===== src/logic/bram_test_pkg.sv =====
`default_nettype none

package bram_test_pkg;

    // RAM geometry under test
    localparam int ADDR_W = 6;
    localparam int DEPTH  = 64;
    localparam int DATA_W = 16;

    // Lane layout
    localparam int NUM_LANES = 4;
    localparam int LANE_W    = 2;

    // Index of the bit flipped by fault injection
    localparam int BIT_W = 4;

    // Phase 0 word is base plus address, phase 1 is its inverse
    localparam logic [DATA_W-1:0] PATTERN_BASE = 16'h5A00;

    // Report stream
    localparam int BYTE_W     = 8;
    localparam int BYTE_IDX_W = 3;

    // Lane index goes in the low bits of the tag
    localparam logic [BYTE_W-1:0] TAG_ERROR = 8'hE0;

    // Error-lane mask goes in the low bits of the summary
    localparam logic [BYTE_W-1:0] TAG_SUMMARY = 8'hA0;

    // Tag, address, expected hi/lo, actual hi/lo
    localparam int RECORD_BYTES = 6;

endpackage

`default_nettype wire


===== src/logic/dual_port_ram.sv =====
`default_nettype none

module dual_port_ram (
    input  logic                              clk,
    // Write port
    input  logic                              wr_en,
    input  logic [bram_test_pkg::ADDR_W-1:0]  wr_addr,
    input  logic [bram_test_pkg::DATA_W-1:0]  wr_data,
    // Read port
    input  logic                              rd_en,
    input  logic [bram_test_pkg::ADDR_W-1:0]  rd_addr,
    output logic [bram_test_pkg::DATA_W-1:0]  rd_data
);

    logic [bram_test_pkg::DATA_W-1:0] mem [bram_test_pkg::DEPTH];

    always_ff @(posedge clk) begin
        if (wr_en) begin
            mem[wr_addr] <= wr_data;
        end
    end

    // Registered read, one cycle latency
    always_ff @(posedge clk) begin
        if (rd_en) begin
            rd_data <= mem[rd_addr];
        end
    end

endmodule

`default_nettype wire


===== src/logic/pattern_sequencer.sv =====
`default_nettype none

module pattern_sequencer (
    input  logic                              clk,
    input  logic                              arst_n,
    input  logic                              start,
    input  logic                              busy,
    output logic                              run_clear,
    // Write broadcast
    output logic                              wr_en,
    output logic [bram_test_pkg::ADDR_W-1:0]  wr_addr,
    output logic [bram_test_pkg::DATA_W-1:0]  wr_data,
    // Read broadcast
    output logic                              rd_en,
    output logic [bram_test_pkg::ADDR_W-1:0]  rd_addr,
    output logic [bram_test_pkg::DATA_W-1:0]  rd_expected,
    output logic                              run_done
);

    typedef enum logic [1:0] {
        st_idle,
        st_write,
        st_read,
        st_drain
    } state_t;

    state_t                            state;
    logic                              phase;
    logic [bram_test_pkg::ADDR_W-1:0]  addr;
    logic [bram_test_pkg::DATA_W-1:0]  base_word;
    logic [bram_test_pkg::DATA_W-1:0]  pattern;
    logic                              last_addr;

    assign base_word = bram_test_pkg::PATTERN_BASE + bram_test_pkg::DATA_W'(addr);
    assign pattern   = phase ? ~base_word : base_word;
    assign last_addr = (addr == bram_test_pkg::ADDR_W'(bram_test_pkg::DEPTH - 1));

    // Writes and reads share one counter, never in the same cycle
    assign wr_en       = (state == st_write);
    assign wr_addr     = addr;
    assign wr_data     = pattern;
    assign rd_en       = (state == st_read);
    assign rd_addr     = addr;
    assign rd_expected = pattern;

    always_ff @(posedge clk or negedge arst_n) begin
        if (!arst_n) begin
            state     <= st_idle;
            phase     <= 1'b0;
            addr      <= '0;
            run_clear <= 1'b0;
            run_done  <= 1'b0;
        end else begin
            run_clear <= 1'b0;
            run_done  <= 1'b0;
            case (state)
                st_idle: begin
                    // busy already covers the run_clear cycle
                    if (run_clear) begin
                        state <= st_write;
                        phase <= 1'b0;
                        addr  <= '0;
                    end else if (start && !busy) begin
                        run_clear <= 1'b1;
                    end
                end
                st_write: begin
                    addr <= addr + 1'b1;
                    if (last_addr) begin
                        state <= st_read;
                    end
                end
                st_read: begin
                    addr <= addr + 1'b1;
                    if (last_addr) begin
                        if (phase) begin
                            state <= st_drain;
                        end else begin
                            phase <= 1'b1;
                            state <= st_write;
                        end
                    end
                end
                st_drain: begin
                    // Last compare lands in the lanes as run_done rises
                    run_done <= 1'b1;
                    state    <= st_idle;
                end
                default: begin
                    state <= st_idle;
                end
            endcase
        end
    end

endmodule

`default_nettype wire


===== src/logic/bist_lane.sv =====
`default_nettype none

module bist_lane (
    input  logic                              clk,
    input  logic                              arst_n,
    input  logic                              run_clear,
    input  logic                              wr_en,
    input  logic [bram_test_pkg::ADDR_W-1:0]  wr_addr,
    input  logic [bram_test_pkg::DATA_W-1:0]  wr_data,
    input  logic                              rd_en,
    input  logic [bram_test_pkg::ADDR_W-1:0]  rd_addr,
    input  logic [bram_test_pkg::DATA_W-1:0]  rd_expected,
    input  logic                              run_done,
    // Fault injection
    input  logic                              inject,
    input  logic [bram_test_pkg::ADDR_W-1:0]  fault_addr,
    input  logic [bram_test_pkg::BIT_W-1:0]   fault_bit,
    // Record handshake to the reporter
    input  logic                              err_ack,
    output logic                              err_req,
    output logic [bram_test_pkg::ADDR_W-1:0]  err_addr,
    output logic [bram_test_pkg::DATA_W-1:0]  err_expected,
    output logic [bram_test_pkg::DATA_W-1:0]  err_actual
);

    logic [bram_test_pkg::DATA_W-1:0]  flip_mask;
    logic [bram_test_pkg::DATA_W-1:0]  ram_wr_data;
    logic [bram_test_pkg::DATA_W-1:0]  rd_data;
    logic                              rd_en_d;
    logic [bram_test_pkg::ADDR_W-1:0]  rd_addr_d;
    logic [bram_test_pkg::DATA_W-1:0]  rd_expected_d;
    logic                              mismatch;
    logic                              err_flag;

    // Flip one bit on the way into the RAM
    assign flip_mask = (inject && (wr_addr == fault_addr))
                     ? (bram_test_pkg::DATA_W'(1) << fault_bit) : '0;
    assign ram_wr_data = wr_data ^ flip_mask;

    dual_port_ram dual_port_ram_i (
        .clk     (clk),
        .wr_en   (wr_en),
        .wr_addr (wr_addr),
        .wr_data (ram_wr_data),
        .rd_en   (rd_en),
        .rd_addr (rd_addr),
        .rd_data (rd_data)
    );

    // Align address and expected word with the RAM output
    always_ff @(posedge clk) begin
        rd_addr_d     <= rd_addr;
        rd_expected_d <= rd_expected;
    end

    always_ff @(posedge clk or negedge arst_n) begin
        if (!arst_n) begin
            rd_en_d <= 1'b0;
        end else begin
            rd_en_d <= rd_en;
        end
    end

    assign mismatch = rd_en_d && (rd_data != rd_expected_d);

    // First mismatch only
    always_ff @(posedge clk) begin
        if (mismatch && !err_flag) begin
            err_addr     <= rd_addr_d;
            err_expected <= rd_expected_d;
            err_actual   <= rd_data;
        end
    end

    always_ff @(posedge clk or negedge arst_n) begin
        if (!arst_n) begin
            err_flag <= 1'b0;
            err_req  <= 1'b0;
        end else begin
            if (run_clear) begin
                err_flag <= 1'b0;
            end else if (mismatch) begin
                err_flag <= 1'b1;
            end
            // Request held until the reporter acknowledges
            if (run_done && err_flag) begin
                err_req <= 1'b1;
            end else if (err_ack) begin
                err_req <= 1'b0;
            end
        end
    end

endmodule

`default_nettype wire


===== src/logic/error_reporter.sv =====
`default_nettype none

module error_reporter (
    input  logic                                                   clk,
    input  logic                                                   arst_n,
    input  logic                                                   run_clear,
    input  logic                                                   run_done,
    // Lane records
    input  logic [bram_test_pkg::NUM_LANES-1:0]                    err_req,
    input  logic [bram_test_pkg::NUM_LANES-1:0][bram_test_pkg::ADDR_W-1:0] err_addr,
    input  logic [bram_test_pkg::NUM_LANES-1:0][bram_test_pkg::DATA_W-1:0] err_expected,
    input  logic [bram_test_pkg::NUM_LANES-1:0][bram_test_pkg::DATA_W-1:0] err_actual,
    output logic [bram_test_pkg::NUM_LANES-1:0]                    err_ack,
    output logic                                                   busy,
    // Byte stream
    input  logic                                                   out_ack,
    output logic                                                   out_req,
    output logic [bram_test_pkg::BYTE_W-1:0]                       out_data
);

    typedef enum logic [2:0] {
        st_idle,
        st_scan,
        st_send,
        st_summary,
        st_finish
    } state_t;

    state_t                                state;
    logic                                  busy_r;
    logic [bram_test_pkg::LANE_W-1:0]      lane;
    logic [bram_test_pkg::BYTE_IDX_W-1:0]  byte_idx;
    logic [bram_test_pkg::NUM_LANES-1:0]   err_mask;
    logic [bram_test_pkg::ADDR_W-1:0]      rec_addr;
    logic [bram_test_pkg::DATA_W-1:0]      rec_expected;
    logic [bram_test_pkg::DATA_W-1:0]      rec_actual;
    logic [bram_test_pkg::BYTE_W-1:0]      tx_byte;
    logic                                  hs_load;
    logic                                  hs_done;
    logic                                  last_lane;
    logic                                  last_byte;

    assign busy = busy_r | run_clear;

    assign hs_load   = !out_req && !out_ack;
    assign hs_done   = out_req && out_ack;
    assign last_lane = (lane == bram_test_pkg::LANE_W'(bram_test_pkg::NUM_LANES - 1));
    assign last_byte = (byte_idx == bram_test_pkg::BYTE_IDX_W'(bram_test_pkg::RECORD_BYTES - 1));

    always_comb begin
        if (state == st_summary) begin
            tx_byte = bram_test_pkg::TAG_SUMMARY | bram_test_pkg::BYTE_W'(err_mask);
        end else begin
            case (byte_idx)
                3'd0:    tx_byte = bram_test_pkg::TAG_ERROR | bram_test_pkg::BYTE_W'(lane);
                3'd1:    tx_byte = bram_test_pkg::BYTE_W'(rec_addr);
                3'd2:    tx_byte = rec_expected[bram_test_pkg::DATA_W-1:bram_test_pkg::BYTE_W];
                3'd3:    tx_byte = rec_expected[bram_test_pkg::BYTE_W-1:0];
                3'd4:    tx_byte = rec_actual[bram_test_pkg::DATA_W-1:bram_test_pkg::BYTE_W];
                default: tx_byte = rec_actual[bram_test_pkg::BYTE_W-1:0];
            endcase
        end
    end

    always_ff @(posedge clk) begin
        if (state == st_scan && err_req[lane]) begin
            rec_addr     <= err_addr[lane];
            rec_expected <= err_expected[lane];
            rec_actual   <= err_actual[lane];
        end
        if ((state == st_send || state == st_summary) && hs_load) begin
            out_data <= tx_byte;
        end
    end

    always_ff @(posedge clk or negedge arst_n) begin
        if (!arst_n) begin
            state    <= st_idle;
            busy_r   <= 1'b0;
            lane     <= '0;
            byte_idx <= '0;
            err_mask <= '0;
            err_ack  <= '0;
            out_req  <= 1'b0;
        end else begin
            // Ack drops once its lane has dropped the request
            err_ack <= err_ack & err_req;
            if (run_clear) begin
                busy_r   <= 1'b1;
                err_mask <= '0;
            end
            case (state)
                st_idle: begin
                    if (run_done) begin
                        lane     <= '0;
                        byte_idx <= '0;
                        state    <= st_scan;
                    end
                end
                st_scan: begin
                    if (err_req[lane]) begin
                        err_ack[lane]  <= 1'b1;
                        err_mask[lane] <= 1'b1;
                        byte_idx       <= '0;
                        state          <= st_send;
                    end else if (last_lane) begin
                        state <= st_summary;
                    end else begin
                        lane <= lane + 1'b1;
                    end
                end
                st_send: begin
                    if (hs_load) begin
                        out_req <= 1'b1;
                    end else if (hs_done) begin
                        out_req <= 1'b0;
                        if (!last_byte) begin
                            byte_idx <= byte_idx + 1'b1;
                        end else if (last_lane) begin
                            state <= st_summary;
                        end else begin
                            lane  <= lane + 1'b1;
                            state <= st_scan;
                        end
                    end
                end
                st_summary: begin
                    if (hs_load) begin
                        out_req <= 1'b1;
                    end else if (hs_done) begin
                        out_req <= 1'b0;
                        state   <= st_finish;
                    end
                end
                st_finish: begin
                    if (!out_ack) begin
                        busy_r <= 1'b0;
                        state  <= st_idle;
                    end
                end
                default: begin
                    state <= st_idle;
                end
            endcase
        end
    end

endmodule

`default_nettype wire


===== src/logic/bram_test_top.sv =====
`default_nettype none

module bram_test_top (
    input  logic                                 clk,
    input  logic                                 arst_n,
    input  logic                                 start,
    input  logic [bram_test_pkg::NUM_LANES-1:0]  fault_lanes,
    input  logic [bram_test_pkg::ADDR_W-1:0]     fault_addr,
    input  logic [bram_test_pkg::BIT_W-1:0]      fault_bit,
    input  logic                                 out_ack,
    output logic                                 busy,
    output logic                                 out_req,
    output logic [bram_test_pkg::BYTE_W-1:0]     out_data
);

    // Sequencer broadcast
    logic                              run_clear;
    logic                              run_done;
    logic                              wr_en;
    logic [bram_test_pkg::ADDR_W-1:0]  wr_addr;
    logic [bram_test_pkg::DATA_W-1:0]  wr_data;
    logic                              rd_en;
    logic [bram_test_pkg::ADDR_W-1:0]  rd_addr;
    logic [bram_test_pkg::DATA_W-1:0]  rd_expected;

    // Per-lane error records
    logic [bram_test_pkg::NUM_LANES-1:0]                            err_req;
    logic [bram_test_pkg::NUM_LANES-1:0]                            err_ack;
    logic [bram_test_pkg::NUM_LANES-1:0][bram_test_pkg::ADDR_W-1:0] err_addr;
    logic [bram_test_pkg::NUM_LANES-1:0][bram_test_pkg::DATA_W-1:0] err_expected;
    logic [bram_test_pkg::NUM_LANES-1:0][bram_test_pkg::DATA_W-1:0] err_actual;

    pattern_sequencer pattern_sequencer_i (
        .clk         (clk),
        .arst_n      (arst_n),
        .start       (start),
        .busy        (busy),
        .run_clear   (run_clear),
        .wr_en       (wr_en),
        .wr_addr     (wr_addr),
        .wr_data     (wr_data),
        .rd_en       (rd_en),
        .rd_addr     (rd_addr),
        .rd_expected (rd_expected),
        .run_done    (run_done)
    );

    for (genvar i = 0; i < bram_test_pkg::NUM_LANES; i++) begin : g_lane
        bist_lane bist_lane_i (
            .clk          (clk),
            .arst_n       (arst_n),
            .run_clear    (run_clear),
            .wr_en        (wr_en),
            .wr_addr      (wr_addr),
            .wr_data      (wr_data),
            .rd_en        (rd_en),
            .rd_addr      (rd_addr),
            .rd_expected  (rd_expected),
            .run_done     (run_done),
            .inject       (fault_lanes[i]),
            .fault_addr   (fault_addr),
            .fault_bit    (fault_bit),
            .err_ack      (err_ack[i]),
            .err_req      (err_req[i]),
            .err_addr     (err_addr[i]),
            .err_expected (err_expected[i]),
            .err_actual   (err_actual[i])
        );
    end

    error_reporter error_reporter_i (
        .clk          (clk),
        .arst_n       (arst_n),
        .run_clear    (run_clear),
        .run_done     (run_done),
        .err_req      (err_req),
        .err_addr     (err_addr),
        .err_expected (err_expected),
        .err_actual   (err_actual),
        .err_ack      (err_ack),
        .busy         (busy),
        .out_ack      (out_ack),
        .out_req      (out_req),
        .out_data     (out_data)
    );

endmodule

`default_nettype wire


===== config.mk =====
export PLATFORM = sky130hd
export DESIGN_NAME = bram_test_top
export DESIGN_NICKNAME = d
export VERILOG_FILES = /design/src/logic/bram_test_pkg.sv /design/src/logic/dual_port_ram.sv /design/src/logic/pattern_sequencer.sv /design/src/logic/bist_lane.sv /design/src/logic/error_reporter.sv /design/src/logic/bram_test_top.sv
export SDC_FILE = /design/constraint.sdc
export NUM_CORES = 2
export LEC_CHECK = 0
export BUFFER_PORTS_ARGS = -buffer_cell sky130_fd_sc_hd__buf_4
export CAP_MARGIN = 15
export CELL_PAD_IN_SITES_DETAIL_PLACEMENT = 0
export CELL_PAD_IN_SITES_GLOBAL_PLACEMENT = 1
export CORE_MARGIN = 2
export CORE_UTILIZATION = 30
export CTS_CLUSTER_DIAMETER = 200
export CTS_CLUSTER_SIZE = 25
export DETAILED_ROUTE_END_ITERATION = 6
export GPL_ROUTABILITY_DRIVEN = 0
export PLACE_DENSITY_LB_ADDON = 0.1
export REMOVE_ABC_BUFFERS = 1
export SLEW_MARGIN = 5
export SYNTH_ARGS = -nofsm -noshare
export SYNTH_HDL_FRONTEND = slang
export SYNTH_SLANG_ARGS = --single-unit

===== constraint.sdc =====
create_clock -name clk -period 8.9 [get_ports clk]
set_clock_uncertainty 0.2 [all_clocks]
set_input_delay 1.335 -clock clk [delete_from_list [all_inputs] [get_ports clk]]
set_output_delay 1.335 -clock clk [all_outputs]
set_load 0.05 [all_outputs]

==> out/results.tsv <==
stage	metric	value	unit
worst_setup_path	timing.rr.start	pattern_sequencer_i.rd_addr[0]	
synth	avgSynthCellArea	17.8	sq um
floorplan	die_area	557000	sq um
clock_network	cts_resized	0	
finish	drive_above_1_share	11.1	%
timing	finalMaxSlewViolations	0	
clock_network	clk_latency	1.01	ns
worst_setup_path	r2r_setup_slack	3.41	ns
power_and_ir_drop	pwr_density_cell	286	nW/um^2
synth	postSynthCellCount	9297	
power_and_ir_drop	internal_power	32600	uW
finish	syn_to_final_growth	9.94	%
grt	busiest_layer	met2	
placed_design	dp_hpwl	387	mm
clock_network	cts_buffers	197	
synth	synth-edff-count	4318	
worst_setup_path	crit_fanout	98	
clock_network	ctsHoldBuffers	0	
power_and_ir_drop	total_power	52000	uW
worst_setup_path	crit_start	pattern_sequencer_i.rd_addr[0]	
power_and_ir_drop	p_sw	19400	uW
floorplan	die_h	746	um
power_and_ir_drop	power.leakage	0.0475	uW
floorplan	ios	28	
job	cap_violations	0	
clock_network	cts_root_buf	clkbuf_16	
routing	num_vias	96600	
synth	async_flop_share	0.870	%
run_status	outcome	finished, violations left	
floorplan	die_w	746	um
finish	num-fill-cells	52200	
clock_network	post_cts_buffers	0	
grt	grt_max_degree	133	
timing	rsz0062_at_grt	no	
power_and_ir_drop	p_seq_share	47.8	%
worst_setup_path	required	9.32	ns
power_and_ir_drop	ir_drop	0.247	mV
grt	use_met1	35.0	%
worst_setup_path	arrival	5.91	ns
synth	synth_top_cell_by_area	edfxtp_1	
timing	min_period_over_period	61.7	%
timing	setup_viol	0	
clock_network	cts.path.max_buffers	4	
timing	setup_tns	0	ns
clock_network	cts_sinks	4370	
grt	grt_pass1_vias	93800	
routing	wl_per_cell	42.3	um
worst_setup_path	startpoint_type	flip-flop	
routing	wl	700	mm
synth	synth_commonest_cells	edfxtp_1, a221oi_1, a22oi_1	
floorplan	start_util	30.1	%
floorplan	fp.coreArea	549000	sq um
synth	synth.most_common_cell	edfxtp_1	
power_and_ir_drop	p_comb_share	31.5	%
clock_network	htreeDepth	4	
timing	period_needed	5.49	ns
clock_network	cts_tree	built	
power_and_ir_drop	switching_share	37.3	%
worst_setup_path	crit-reg2reg-capture	g_lane[1].bist_lane_i.dual_port_ram_i.mem[63][0]	
grt	gr-usage-met3	2.99	%
grt	grt-ovfl-total	0	
floorplan	std_cell_rows	272	
synth	yosys.area.top_type_share	78.4	%
grt	antenna_found_initial	57	
timing	max_freq	182	MHz
grt	grt_usage	24.3	%
routing	antenna_left	0	
routing	drc	1	
placed_design	port_buffers	27	
routing	viasPerCell	5.84	
timing	relSlewSlack	13.9	%
timing	worst_slew_pin_slew	1.29	ns
synth	yosys_warnings	0	
worst_setup_path	endpoint_kind	flip-flop	
synth	synth_seq_area_share	79.1	%
power_and_ir_drop	p_clk_share	20.7	%
synth	netlist_area	165000	sq um
grt	grt_pass1_wl	923	mm
timing	hold_viol_final	0	
synth	synth.distinct_cells	79	
worst_setup_path	rr_worst_depth	6	
synth	synth_flop_cell	edfxtp_1	
worst_setup_path	path_class	reg -> reg	
synth	synthTopCellsByArea	edfxtp_1, a221oi_1, a22oi_1, mux2i_1, o22ai_1	
routing	firstDrtPassIters	7	
finish	nets	9252	
grt	use_met2	39.5	%
run_status	violations	design-rule violations	
routing	initialDrtViolationCount	12500	
synth	ys_ff_latch	4370	
clock_network	clkTransAtPathRegs	0.11	ns
min_path	hp-class	in -> async	
[sequential cells by signal (all words and copies together), names as in the netlist, 6 cells and up]
name and cells:
error_reporter_i.rec_expected 8, g_lane.bist_lane_i.dual_port_ram_i.mem 4096, error_reporter_i.out_data 8, error_reporter_i.rec_actual 16
g_lane.bist_lane_i.err_actual 64, g_lane.bist_lane_i.rd_addr_d 6, pattern_sequencer_i.rd_addr 6, g_lane.bist_lane_i.rd_expected_d 8
g_lane.bist_lane_i.err_expected 32, error_reporter_i.rec_addr 6, g_lane.bist_lane_i.err_addr 24, g_lane.bist_lane_i.dual_port_ram_i.rd_data 64
[cell type report]
cell class	count	area, sq um	share of cell area, %
multi-input combinational	4185	32300	17.8
inverter	28	120	0.0661
clock inverter	13	216	0.119
clock buffer	238	5100	2.81
timing repair buffer	436	4050	2.23
sequential	4370	131000	72.0
antenna	12	30.0	0.0165
tap	7261	9080	5.00
[kinds of logic after synthesis]
group / share of synthesized area (%)
buf+inv: 2.08
simple gates: 2.81
compound gates: 11.5
flops: 79.1
fa+ha+maj: 0.121
xor+xnor: 0.539
mux: 3.81
[metrics by stage]
stage	hold WS, ns	instances	utilization [%]	cell area (sq um)	worst slack [ns]
6_report	0.168	16500	33.1	182000	3.41
5_1_grt	0.161	16500	33.1	182000	3.42
4_1_cts	0.102	16500	33.1	182000	3.50
3_5_place_dp	0.244	16300	32.1	176000	3.58
3_3_place_gp	0.237	16300	32.1	176000	3.53
2_1_floorplan	0.199	8583	-	162000	-42.98
[power groups by stage]
stage	clock, uW	combinational (uW)	sequential [uW]
final	10800	16400	24900
after global routing	11600	17100	24900
after CTS	11000	16500	24900
after detailed placement	0	16400	25300
after global placement	0	16400	25300
after floorplan	0	10200	25300
[critical path: stages (launching register included)]
cell,delay (ns)
dfrtp_4,0.83
buf_12,0.45
nand2_1,0.64
nor2_4,0.30
nand2_1,0.56
nor2_4,1.11
buf_12,0.44
[routing by layer]
metal | vias to the layer above | routed length (um)
li1 | 38500 | -
met1 | 53600 | 312000
met2 | 3892 | 327000
met3 | 614 | 42800
met4 | 2 | 17900
met5 | - | 13
[worst max path at each step]
stage / end / slack [ns]
floorplan: g_lane[3].bist_lane_i.dual_port_ram_i.rd_data[10] / -42.98
CTS: g_lane[0].bist_lane_i.dual_port_ram_i.mem[57][12] / 3.50
detailed placement: g_lane[0].bist_lane_i.dual_port_ram_i.mem[57][7] / 3.58
global route: g_lane[0].bist_lane_i.dual_port_ram_i.mem[57][12] / 3.42
finish: g_lane[1].bist_lane_i.dual_port_ram_i.mem[63][0] / 3.41
global placement: g_lane[0].bist_lane_i.dual_port_ram_i.mem[17][14] / 3.53
[layout by cell type (no fill, tap or decap), drive strengths merged, types with 15 or more instances in the layout]
cell | Yosys | layout
mux2i | 337 | 337
a31oi | 34 | 34
or4 | 39 | 39
a22o | 26 | 26
o211ai | 40 | 40
a221oi | 847 | 847
nor3 | 109 | 109
nand2b | 24 | 24
buf | 390 | 436
nor2 | 257 | 257
nand2 | 345 | 345
mux2 | 120 | 120
o21ai | 160 | 160
nand3 | 21 | 21
inv | 27 | 36
clkbuf | 324 | 238
o2111ai | 16 | 16
and3 | 16 | 16
xnor2 | 93 | 93
a21oi | 184 | 184
ha | 16 | 16
or3 | 29 | 29
edfxtp | 4318 | 4318
o22ai | 488 | 488
a22oi | 604 | 604
nor2b | 15 | 15
dfrtp | 38 | 38
nor4 | 45 | 45
a211oi | 31 | 31
a221o | 35 | 35
mux4 | 69 | 69
nand4 | 44 | 44
Power figures use the tool's default switching activity.
